$ cat src/rtl/aluPkg.sv
package aluPkg;

    // ALU commands as written into the command register
    typedef enum logic [2:0] {
        ADD  = 3'd0,
        SUB  = 3'd1,
        XOR  = 3'd2,
        SLT  = 3'd3,
        AND  = 3'd4,
        NAND = 3'd5,
        NOR  = 3'd6,
        OR   = 3'd7
    } aluOp;

    // word addresses on the Wishbone port
    typedef enum logic [2:0] {
        REG_A      = 3'd0,
        REG_B      = 3'd1,
        REG_CMD    = 3'd2,
        REG_RESULT = 3'd3,
        REG_FLAGS  = 3'd4
    } regAddr;

    // bit positions inside the flags word
    localparam int FLAG_CARRY = 0;
    localparam int FLAG_ZERO  = 1;
    localparam int FLAG_OVF   = 2;

endpackage

$ cat src/rtl/aluBitSlice.sv
`timescale 1ns/100ps

module aluBitSlice
    import aluPkg::*;
(
    input  aluOp op,
    input  logic a,
    input  logic b,
    input  logic carryIn,
    output logic res,
    output logic carryOut
);

    logic invertB;
    logic bEff;
    logic sum;
    logic sumCarry;

    // subtraction and compare both add the inverted operand
    assign invertB = (op == SUB) || (op == SLT);
    assign bEff    = b ^ invertB;

    // full adder
    assign sum      = a ^ bEff ^ carryIn;
    assign sumCarry = (a & bEff) | (carryIn & (a ^ bEff));

    always_comb begin
        res      = 1'b0;
        carryOut = 1'b0;
        case (op)
            ADD, SUB, SLT: begin
                res      = sum;
                carryOut = sumCarry;
            end
            XOR: begin
                res = a ^ b;
            end
            AND: begin
                res = a & b;
            end
            NAND: begin
                res = ~(a & b);
            end
            NOR: begin
                res = ~(a | b);
            end
            OR: begin
                res = a | b;
            end
            default: begin
                res      = 1'b0;
                carryOut = 1'b0;
            end
        endcase
    end

endmodule

$ cat src/rtl/aluCore.sv
`timescale 1ns/100ps

module aluCore
    import aluPkg::*;
#(
    parameter int width = 32
) (
    input  aluOp               op,
    input  logic [width-1:0]   operandA,
    input  logic [width-1:0]   operandB,
    output logic [width-1:0]   result,
    output logic               carryout,
    output logic               zero,
    output logic               overflow
);

    // carry[i] feeds slice i, carry[width] leaves the top slice
    logic [width:0]   carry;
    logic [width-1:0] sliceRes;

    logic signA;
    logic signB;
    logic signRes;
    logic sameSigns;
    logic addOverflow;
    logic subOverflow;
    logic sltBit;

    // +1 completes the two's complement for SUB and SLT
    assign carry[0] = (op == SUB) || (op == SLT);

    for (genvar i = 0; i < width; i++) begin : gSlice
        aluBitSlice uSlice (
            .op       (op),
            .a        (operandA[i]),
            .b        (operandB[i]),
            .carryIn  (carry[i]),
            .res      (sliceRes[i]),
            .carryOut (carry[i+1])
        );
    end

    assign carryout = carry[width];

    assign signA     = operandA[width-1];
    assign signB     = operandB[width-1];
    assign signRes   = sliceRes[width-1];
    assign sameSigns = ~(signA ^ signB);

    // add overflows when like signs give a result of the other sign
    assign addOverflow = sameSigns & (signRes ^ signA);

    // sub overflows when unlike signs give a result whose sign differs from A
    assign subOverflow = ~sameSigns & (signRes ^ signA);

    always_comb begin
        case (op)
            ADD:     overflow = addOverflow;
            SUB:     overflow = subOverflow;
            default: overflow = 1'b0;
        endcase
    end

    // sign of A-B, flipped back when the difference wrapped
    assign sltBit = signRes ^ subOverflow;

    always_comb begin
        if (op == SLT) begin
            result = {{(width-1){1'b0}}, sltBit};
        end else begin
            result = sliceRes;
        end
    end

    assign zero = ~|result;

endmodule

$ cat src/rtl/aluTop.sv
`timescale 1ns/100ps

module aluTop
    import aluPkg::*;
#(
    parameter int width = 32
) (
    input  logic             clk,
    input  logic             arstN,
    input  logic             cyc,
    input  logic             stb,
    input  logic             we,
    input  logic [2:0]       adr,
    input  logic [width-1:0] datW,
    output logic [width-1:0] datR,
    output logic             ack
);

    logic [width-1:0] operandA;
    logic [width-1:0] operandB;
    aluOp             op;
    logic [width-1:0] result;
    logic             carryout;
    logic             zero;
    logic             overflow;

    // host side registers
    aluWbRegs #(
        .width (width)
    ) uRegs (
        .clk      (clk),
        .arstN    (arstN),
        .cyc      (cyc),
        .stb      (stb),
        .we       (we),
        .adr      (adr),
        .datW     (datW),
        .datR     (datR),
        .ack      (ack),
        .operandA (operandA),
        .operandB (operandB),
        .op       (op),
        .result   (result),
        .carryout (carryout),
        .zero     (zero),
        .overflow (overflow)
    );

    // combinational datapath
    aluCore #(
        .width (width)
    ) uCore (
        .op       (op),
        .operandA (operandA),
        .operandB (operandB),
        .result   (result),
        .carryout (carryout),
        .zero     (zero),
        .overflow (overflow)
    );

endmodule

$ cat src/rtl/aluWbRegs.sv
`timescale 1ns/100ps

module aluWbRegs
    import aluPkg::*;
#(
    parameter int width = 32
) (
    input  logic             clk,
    input  logic             arstN,
    // Wishbone classic slave
    input  logic             cyc,
    input  logic             stb,
    input  logic             we,
    input  logic [2:0]       adr,
    input  logic [width-1:0] datW,
    output logic [width-1:0] datR,
    output logic             ack,
    // towards the core
    output logic [width-1:0] operandA,
    output logic [width-1:0] operandB,
    output aluOp             op,
    input  logic [width-1:0] result,
    input  logic             carryout,
    input  logic             zero,
    input  logic             overflow
);

    regAddr           addr;
    logic             request;
    logic [2:0]       flags;
    logic [width-1:0] readData;

    assign addr = regAddr'(adr);

    // a new request is seen only while no ack is pending
    assign request = cyc & stb & ~ack;

    always_comb begin
        flags             = 3'b000;
        flags[FLAG_CARRY] = carryout;
        flags[FLAG_ZERO]  = zero;
        flags[FLAG_OVF]   = overflow;
    end

    // read mux, unmapped addresses return zero
    always_comb begin
        case (addr)
            REG_A:      readData = operandA;
            REG_B:      readData = operandB;
            REG_CMD:    readData = width'(op);
            REG_RESULT: readData = result;
            REG_FLAGS:  readData = width'(flags);
            default:    readData = '0;
        endcase
    end

    // single-cycle ack
    always_ff @(posedge clk or negedge arstN) begin
        if (!arstN) begin
            ack <= 1'b0;
        end else begin
            ack <= request;
        end
    end

    // operand and command registers
    always_ff @(posedge clk or negedge arstN) begin
        if (!arstN) begin
            operandA <= '0;
            operandB <= '0;
            op       <= ADD;
        end else if (request && we) begin
            case (addr)
                REG_A:   operandA <= datW;
                REG_B:   operandB <= datW;
                // only the low three bits hold the command
                REG_CMD: op <= aluOp'(datW[2:0]);
                default: begin
                end
            endcase
        end
    end

    // read data is captured with the request and held through ack
    always_ff @(posedge clk) begin
        if (request && !we) begin
            datR <= readData;
        end
    end

endmodule

$ cat config.mk
export PLATFORM = sky130hd
export DESIGN_NAME = aluTop
export DESIGN_NICKNAME = d
export VERILOG_FILES = /design/src/rtl/aluPkg.sv /design/src/rtl/aluBitSlice.sv /design/src/rtl/aluCore.sv /design/src/rtl/aluTop.sv /design/src/rtl/aluWbRegs.sv
export SDC_FILE = /design/constraint.sdc
export NUM_CORES = 1
export LEC_CHECK = 0
export BUFFER_PORTS_ARGS = -buffer_cell sky130_fd_sc_hd__buf_2
export CAP_MARGIN = 20
export CORE_UTILIZATION = 49
export DETAILED_ROUTE_END_ITERATION = 6
export PLACE_DENSITY = 0.77
export SETUP_SLACK_MARGIN = 0.02
export SLEW_MARGIN = 20
export SYNTH_ARGS = -nofsm -noshare
export SYNTH_HDL_FRONTEND = slang
export SYNTH_SLANG_ARGS = --single-unit
export TNS_END_PERCENT = 50
$ cat constraint.sdc
create_clock -name clk -period 72.1 [get_ports clk]
set_clock_uncertainty 0.15 [all_clocks]
set_input_delay 3.605 -clock clk [delete_from_list [all_inputs] [get_ports clk]]
set_output_delay 3.605 -clock clk [all_outputs]
set_load 0.02 [all_outputs]
# --- Yosys cells after proc, flatten, opt, wreduce, memory -nomap -nowiden ---
# Index checks and enable logic that the tools add are counted.
op_classes:
  bitwise: 360
  eq_ne: 11
  reduce_logical: 12
  muxes: 67
op_table:
  columns: ["cell", "n"]
  rows:
  - ["one-hot mux 1 bit (6 select lines)", 32]
  - ["one-hot mux 32 bit (5 select lines)", 1]
  - ["XOR 1 bit", 130]
  - ["AND 1 bit", 100]
  - ["inverter 1 bit", 66]
  - ["OR 1 bit", 64]
  - ["2-to-1 mux 1 bit", 32]
  - ["2-to-1 mux 32 bit", 1]
  - ["OR reduction 32 bit", 1]
  - ["equality test 3 bit, second input constant", 5]
  - ["equality test 3 x 2 -> 1 bit, second input constant", 4]
  - ["equality test 3 x 1 -> 1 bit, second input constant", 2]
  - ["zero test 3 bit", 2]
  - ["AND reduction 2 bit", 3]
  - ["OR reduction 3 bit", 1]
  - ["logical AND 1 bit", 2]
  - ["zero test 1 bit", 2]
  - ["one-hot mux 1 bit (2 select lines)", 1]
  - ["logical OR 1 bit", 1]
word_totals:
  out_inout_bits: 33
  regBits: 100
  elab_cells: 455
  inputBits: 40

# --- Depth between registers and ports, before layout ---
depth:
  ltp_word: 106
  mapped_depth: 74
  ltp_nobuf: 70

# --- By module ---
# From an unflattened synthesis, not the netlist that was laid out.
hier_totals:
  cells_unflattened: 931
  hier_area_um2: 9499.1
modules_own_cells:
  columns: ["module", "cells_per_inst", "seq_area_each_um2", "area_each_um2", "instances"]
  rows:
  - ["aluWbRegs", 331, 2662.6, 4578.1, 1]
  - ["aluBitSlice", 17, 0.0, 142.6, 32]
  - ["aluCore", 56, 0.0, 356.6, 1]

# --- Worst setup path after synthesis ---
# No wires, ideal clock.
synth_timing:
  kind: "register to register"
  from: "register uRegs.op[2]"
  to: "register uRegs.datR[1] (data pin)"
  path_buffers: 5
  arrival_time_ps: 24580
  setup_slack_ps: 47203
  stages_incl_launch_ff: 75
  setup_ps: 167
  t_required_ps: 71783
  synth_period_minus_slack_ps: 24897
  cell_sequence: "dfrtp_1 > buf_2 > buf_2 > buf_2 > clkbuf_1 > nor2_1 > buf_2 > xnor2_1 > fa_1 > or3_1 > fa_1 > or3_1 > fa_1 > or3_1 > fa_1 > or3_1 > fa_1 > or3_1 > [39 not listed] > or3_1 > fa_1 > or3_1 > fa_1 > or3_1 > fa_1 > or3_1 > fa_1 > or3_1 > fa_1 > or3_1 > fa_1 > o21ai_0 > a2bb2oi_1 > nand4_1 > nor4_1 > a41oi_1 > a221oi_2"
synth_between:
  elab_chain_cells: 106
  elab_cells_between_ends: 269
  cone_classes: "eq/ne: 7; mux: 65; bitwise: 192; reduce/logical: 5"
synth_lines:
  columns: ["element", "line", "rtl"]
  rows:
  - ["start: declaration", "aluWbRegs.sv:21", "output aluOp op,"]
  - ["start signal: assignment", "aluWbRegs.sv:77", "REG_CMD: op <= aluOp'(datW[2:0]);"]
  - ["equality test 3 x 1 -> 1 bit / equality test 3 x 2 -> 1 bit (equally long branches)", "aluBitSlice.sv:20, aluBitSlice.sv:30, aluCore.sv:30", null]
  - ["logical OR 1 bit", "aluBitSlice.sv:20, aluCore.sv:30", null]
  - ["XOR 1 bit", "aluBitSlice.sv:21", "assign bEff = b ^ invertB;"]
  - ["XOR 1 bit", "aluBitSlice.sv:24, aluBitSlice.sv:25", null]
  - ["AND 1 bit", "aluBitSlice.sv:25", "assign sumCarry = (a & bEff) | (carryIn & (a ^ bEff));"]
  - ["OR 1 bit", "aluBitSlice.sv:25", null]
  - ["2-to-1 mux 1 bit", "aluBitSlice.sv:30", "case (op)"]
  - ["AND 1 bit", "aluBitSlice.sv:25", null]
  - ["[91 not listed]", null, null]
  - ["XOR 1 bit", "aluCore.sv:54", "assign subOverflow = ~sameSigns & (signRes ^ signA);"]
  - ["AND 1 bit", "aluCore.sv:54", null]
  - ["XOR 1 bit", "aluCore.sv:65", "assign sltBit = signRes ^ subOverflow;"]
  - ["2-to-1 mux 32 bit (*)", "aluCore.sv:68", "if (op == SLT) begin"]
  - ["OR reduction 32 bit", "aluCore.sv:75", "assign zero = ~|result;"]
  - ["zero test 1 bit", "aluCore.sv:75", null]
  - ["one-hot mux 32 bit (5 select lines) (*)", "aluWbRegs.sv:47", "case (addr)"]
  - ["net uRegs.readData[1]", "aluWbRegs.sv:31", "logic [width-1:0] readData;"]
  - ["end signal: assignment", "aluWbRegs.sv:87", "datR <= readData;"]
  - ["end: declaration", "aluWbRegs.sv:16", "output logic [width-1:0] datR,"]
# Mark *: on every way through the listed nets, which the timed path passes. The rest lies on a longest branch.
# A chain may end at the register's enable or synchronous reset.

# --- Worst setup path in the final report ---
layout_timing:
  from: "register uRegs.op[1]"
  to: "register uRegs.datR[1] (data pin)"
layout_between:
  elab_chain_cells: 106
  elab_cells_between_ends: 269
  cone_classes: "eq/ne: 7; mux: 65; bitwise: 192; reduce/logical: 5"
layout_lines:
  columns: ["element", "line"]
  rows:
  - ["equality test 3 x 1 -> 1 bit / equality test 3 x 2 -> 1 bit (equally long branches)", "aluBitSlice.sv:20, aluBitSlice.sv:30, aluCore.sv:30"]
  - ["logical OR 1 bit", "aluBitSlice.sv:20, aluCore.sv:30"]
  - ["XOR 1 bit", "aluBitSlice.sv:21"]
  - ["XOR 1 bit", "aluBitSlice.sv:24, aluBitSlice.sv:25"]
  - ["AND 1 bit", "aluBitSlice.sv:25"]
  - ["OR 1 bit", "aluBitSlice.sv:25"]
  - ["2-to-1 mux 1 bit", "aluBitSlice.sv:30"]
  - ["AND 1 bit", "aluBitSlice.sv:25"]
  - ["[91 not listed]", null]
  - ["XOR 1 bit", "aluCore.sv:54"]
  - ["AND 1 bit", "aluCore.sv:54"]
  - ["XOR 1 bit", "aluCore.sv:65"]
  - ["2-to-1 mux 32 bit", "aluCore.sv:68"]
  - ["OR reduction 32 bit", "aluCore.sv:75"]
  - ["zero test 1 bit", "aluCore.sv:75"]
  - ["one-hot mux 32 bit (5 select lines) (*)", "aluWbRegs.sv:47"]
  - ["net uRegs.readData[1]", "aluWbRegs.sv:31"]
# Marks and branches as above.

==> flow_summary.json <==
{
  "clk-insertion-delay-late_ns": 0.37,
  "wl_per_cell_um": 18.5,
  "fin_crit_sh_pct": 36.3,
  "ys_warn_count": 0,
  "number_of_inserted_diodes": 0,
  "r2r_slack_ns": 45.96,
  "max-clock-path-buffers": 2,
  "design.portCount": 73,
  "delay_of_the_slowest_critical_path_stage_ns": 0.78,
  "synth_enable_flop_cells": 32,
  "p_switching_w": 0.000114,
  "finalSetupViolCount": 0,
  "initial_utilization_pct": 49.9,
  "p_leak_nw": 3.80,
  "gr-usage-all-layers_pct": 25.0,
  "timing.critical_path.required_ns": 72.15,
  "path_class": "flip-flop to flip-flop",
  "finalHoldViolCount": 0,
  "totalNegativeSetupSlack_ns": 0,
  "cap_viol_max_count": 0,
  "globalplace.congestion": 0.886,
  "cts_buffers": 9,
  "die_w_um": 132,
  "placed_cells_incl_taps": 1097,
  "global_route.overflow_total": 0,
  "die_h_um": 132,
  "worst_path_max_delay_cell": "sky130_fd_sc_hd__nor2_1",
  "sequential_cell_area_um2": 2670,
  "critical_path.endpoint_type": "flip-flop",
  "post_synthesis_net_count": 988,
  "timing.hold.worst.class": "flip-flop to flip-flop",
  "worst_slew_pin_slew_ns": 0.990,
  "cp_max_fo": 33,
  "fin_total_pwr_w": 0.000271,
  "async_flop_share_pct": 68.0,
  "cts_setup_buffers": 0,
  "drt.antenna.violating_nets": 0,
  "synth_area_per_cell_um2": 9.67,
  "design.core.area_um2": 16500,
  "layout-drive-gt1-share_pct": 16.9,
  "finalNonFillerCells": 1113,
  "clkPwrFrac_pct": 19.7,
  "cts_sinks": 100,
  "number_of_cells_upsized_or_downsized_after_cts": 0,
  "first_global_vias": 6419,
  "synthCells": 853,
  "n_fill_cell": 1504,
  "slew-limit-headroom_pct": 33.7,
  "run_status": "finished clean",
  "fraction_of_power_consumed_by_combinational_cells_pct": 51.2,
  "drtPass1Iterations": 6,
  "p_seq_share_pct": 29.2,
  "dr_total_vias": 6530,
  "design.die.area_um2": 17400,
  "wirelength_um": 20600,
  "synth_top_flop_cell": "sky130_fd_sc_hd__dfrtp_1",
  "power.density_cell_area_nw_per_um2": 30.1,
  "grt_first_pass_wirelength_um": 34200,
  "h-tree-depth": 3,
  "cellInternalPower_w": 0.000158,
  "place.port_buffers": 72,
  "synth-seq-cells": 100,
  "rows": 47,
  "synth_seq_area_share_pct": 32.3,
  "rsz0062_at_grt": "no",
  "root_buffer": "sky130_fd_sc_hd__clkbuf_16",
  "net_switching_fraction_of_the_power_pct": 41.9,
  "hpwl_um": 14000,
  "crit_path_frequent_cell": "sky130_fd_sc_hd__fa_1",
  "number_of_drc_violations_after_detailed_routing_iteration_0": 637,
  "cts_tree": "yes",
  "synth_cell_type_count": 64,
  "cts_hold_buf": 0,
  "final_nets": 1023,
  "timing.critical_path.from_type": "flip-flop",
  "finalMaxSlewViolations": 0,
  "areaGrowthSynthToFinish_pct": 9.28,
  "synth.cell_area_um2": 8250,
  "fin_util_pct": 54.6,
  "ir_drop_mv": 0.0159,
  "largest_net_degree_at_the_start_of_global_routing": 74,
  "post-route-drc-count": 0,
  "via_per_inst": 5.87,
  "antenna_found_initial": 0,
  "clk_pin_slew_worst_paths_ns": 0.07,
  "post-route-min-period_ns": 26.14,
  "multiInputGateArea_um2": 5050,
  "critPathArrivalTime_ns": 26.19,
  "max_freq_mhz": 38.3
}
## per-layer routing
| metal | global-route usage [%] | vias to the layer above | part of all wire (%) |
|---|---|---|---|
| met3 | 3.65 | 45 | 5.6 |
| met5 | 0 | - | 0 |
| met4 | 10.0 | 0 | 3.0 |
| li1 | - | 3037 | - |
| met1 | 33.9 | 3199 | 43 |
| met2 | 40.4 | 249 | 48 |
## registers in the layout (all words and copies together), names as in the netlist
name and count:
uRegs.op 3, uRegs.operandB 32, uRegs.datR 32, uRegs.operandA 32, uRegs.ack 1
## area by class of cell
| type | count | share of cell area [%] |
|---|---|---|
| Clock inverter | 7 | 1.01 |
| Inverter | 74 | 3.08 |
| Clock buffer | 9 | 2.50 |
| Timing Repair Buffer | 81 | 4.75 |
| Multi-Input combinational cell | 622 | 56.0 |
| Sequential cell | 100 | 29.6 |
| Tap cell | 220 | 3.05 |
## worst max-delay path: cells and delay by family (launching register included)
family,cells,cell delay [ns]
AND/OR/NAND/NOR,35,12.51
adder cells (fa/ha/maj),31,11.96
AO/OA/AOI/OAI,4,0.68
flip-flops,1,0.63
## power groups by stage
stage | Combinational [W] | Clock, W | Sequential [W]
5_1_grt | 0.000156 | 0.0000558 | 0.0000806
6_report | 0.000139 | 0.0000534 | 0.0000791
3_3_place_gp | 0.000132 | 0 | 0.0000792
3_5_place_dp | 0.000136 | 0 | 0.0000798
4_1_cts | 0.000137 | 0.0000537 | 0.0000789
2_1_floorplan | 0.000106 | 0 | 0.0000769
## worst paths after layout
check / cells after the start / startpoint / to
max in group asynchronous: 2 / arstN / uRegs.op[2]
min: 1 / uRegs.ack / uRegs.ack
max: 70 / uRegs.op[1] / uRegs.datR[1]
min reg2reg: 1 / uRegs.ack / uRegs.ack
min in group asynchronous: 2 / arstN / uRegs.operandA[26]
max reg2reg: 70 / uRegs.op[1] / uRegs.datR[1]
## cells in the final DEF (no fill, tap or decap), drive strengths merged, types with 3 or more instances in the layout
master / netlist / layout
and2: 3 / 3
o211ai: 3 / 3
nor2: 49 / 49
mux2i: 51 / 51
dfrtp: 68 / 68
edfxtp: 32 / 32
xor2: 10 / 10
o221ai: 5 / 5
a2bb2oi: 3 / 3
fa: 31 / 31
o22a: 12 / 12
or3: 30 / 30
inv: 74 / 74
mux2: 37 / 37
ha: 64 / 64
nor2b: 3 / 3
nand3: 5 / 5
clkbuf: 26 / 9
a21oi: 33 / 33
nand2: 69 / 69
nand4: 4 / 4
clkinv: 0 / 5
o22ai: 24 / 24
nor3: 9 / 9
buf: 31 / 81
xnor2: 64 / 64
nand2b: 7 / 7
o21ai: 61 / 61
and3: 3 / 3
a211oi: 7 / 7
## through the flow
step                hold slack, ns  area (µm²)  worst slack [ns]
floorplan                    0.379        8250             47.20
global placement             0.326        8700             46.50
detailed placement           0.331        8700             46.04
CTS                          0.344        9020             45.97
global route                 0.377        9020             44.85
finish                       0.338        9020             45.96
## cell usage after synthesis (3+ instances only)
master | number | share of area, %
sky130_fd_sc_hd__a211oi_1 | 7 | 0.64
sky130_fd_sc_hd__a21oi_1 | 33 | 2.0
sky130_fd_sc_hd__nand3_1 | 5 | 0.30
sky130_fd_sc_hd__buf_6 | 4 | 0.55
sky130_fd_sc_hd__and3_1 | 3 | 0.23
sky130_fd_sc_hd__dfrtp_1 | 68 | 21
sky130_fd_sc_hd__o21ai_0 | 59 | 3.6
sky130_fd_sc_hd__xor2_1 | 10 | 1.1
sky130_fd_sc_hd__or3_1 | 30 | 2.3
sky130_fd_sc_hd__edfxtp_1 | 32 | 12
sky130_fd_sc_hd__nor3_1 | 9 | 0.55
sky130_fd_sc_hd__o211ai_1 | 3 | 0.27
sky130_fd_sc_hd__inv_1 | 72 | 3.3
sky130_fd_sc_hd__xnor2_1 | 64 | 6.8
sky130_fd_sc_hd__fa_1 | 31 | 7.5
sky130_fd_sc_hd__mux2i_1 | 51 | 6.2
sky130_fd_sc_hd__o22ai_1 | 21 | 1.6
sky130_fd_sc_hd__o221ai_1 | 5 | 0.53
sky130_fd_sc_hd__ha_1 | 64 | 9.7
sky130_fd_sc_hd__mux2_2 | 37 | 5.0
sky130_fd_sc_hd__nand2b_1 | 7 | 0.53
sky130_fd_sc_hd__nand2_1 | 69 | 3.1
sky130_fd_sc_hd__buf_2 | 17 | 1.0
sky130_fd_sc_hd__and2_1 | 3 | 0.23
sky130_fd_sc_hd__clkbuf_1 | 26 | 1.2
sky130_fd_sc_hd__buf_1 | 8 | 0.36
sky130_fd_sc_hd__nor2_1 | 49 | 2.2
sky130_fd_sc_hd__o22a_1 | 12 | 1.3
sky130_fd_sc_hd__o22ai_2 | 3 | 0.45
sky130_fd_sc_hd__nand4_1 | 4 | 0.30
## kinds of logic after synthesis
family,count (synthesis),synth area share [%]
buffers and inverters,131,6.76
xor gates and xnor gates,74,7.85
and+or+nand+nor,189,10.7
AOI/OAI and AO/OA,176,13.9
adders and majority gates,95,17.2
muxes,88,11.2
DFF,100,32.3
Power figures use the tool's default switching activity.
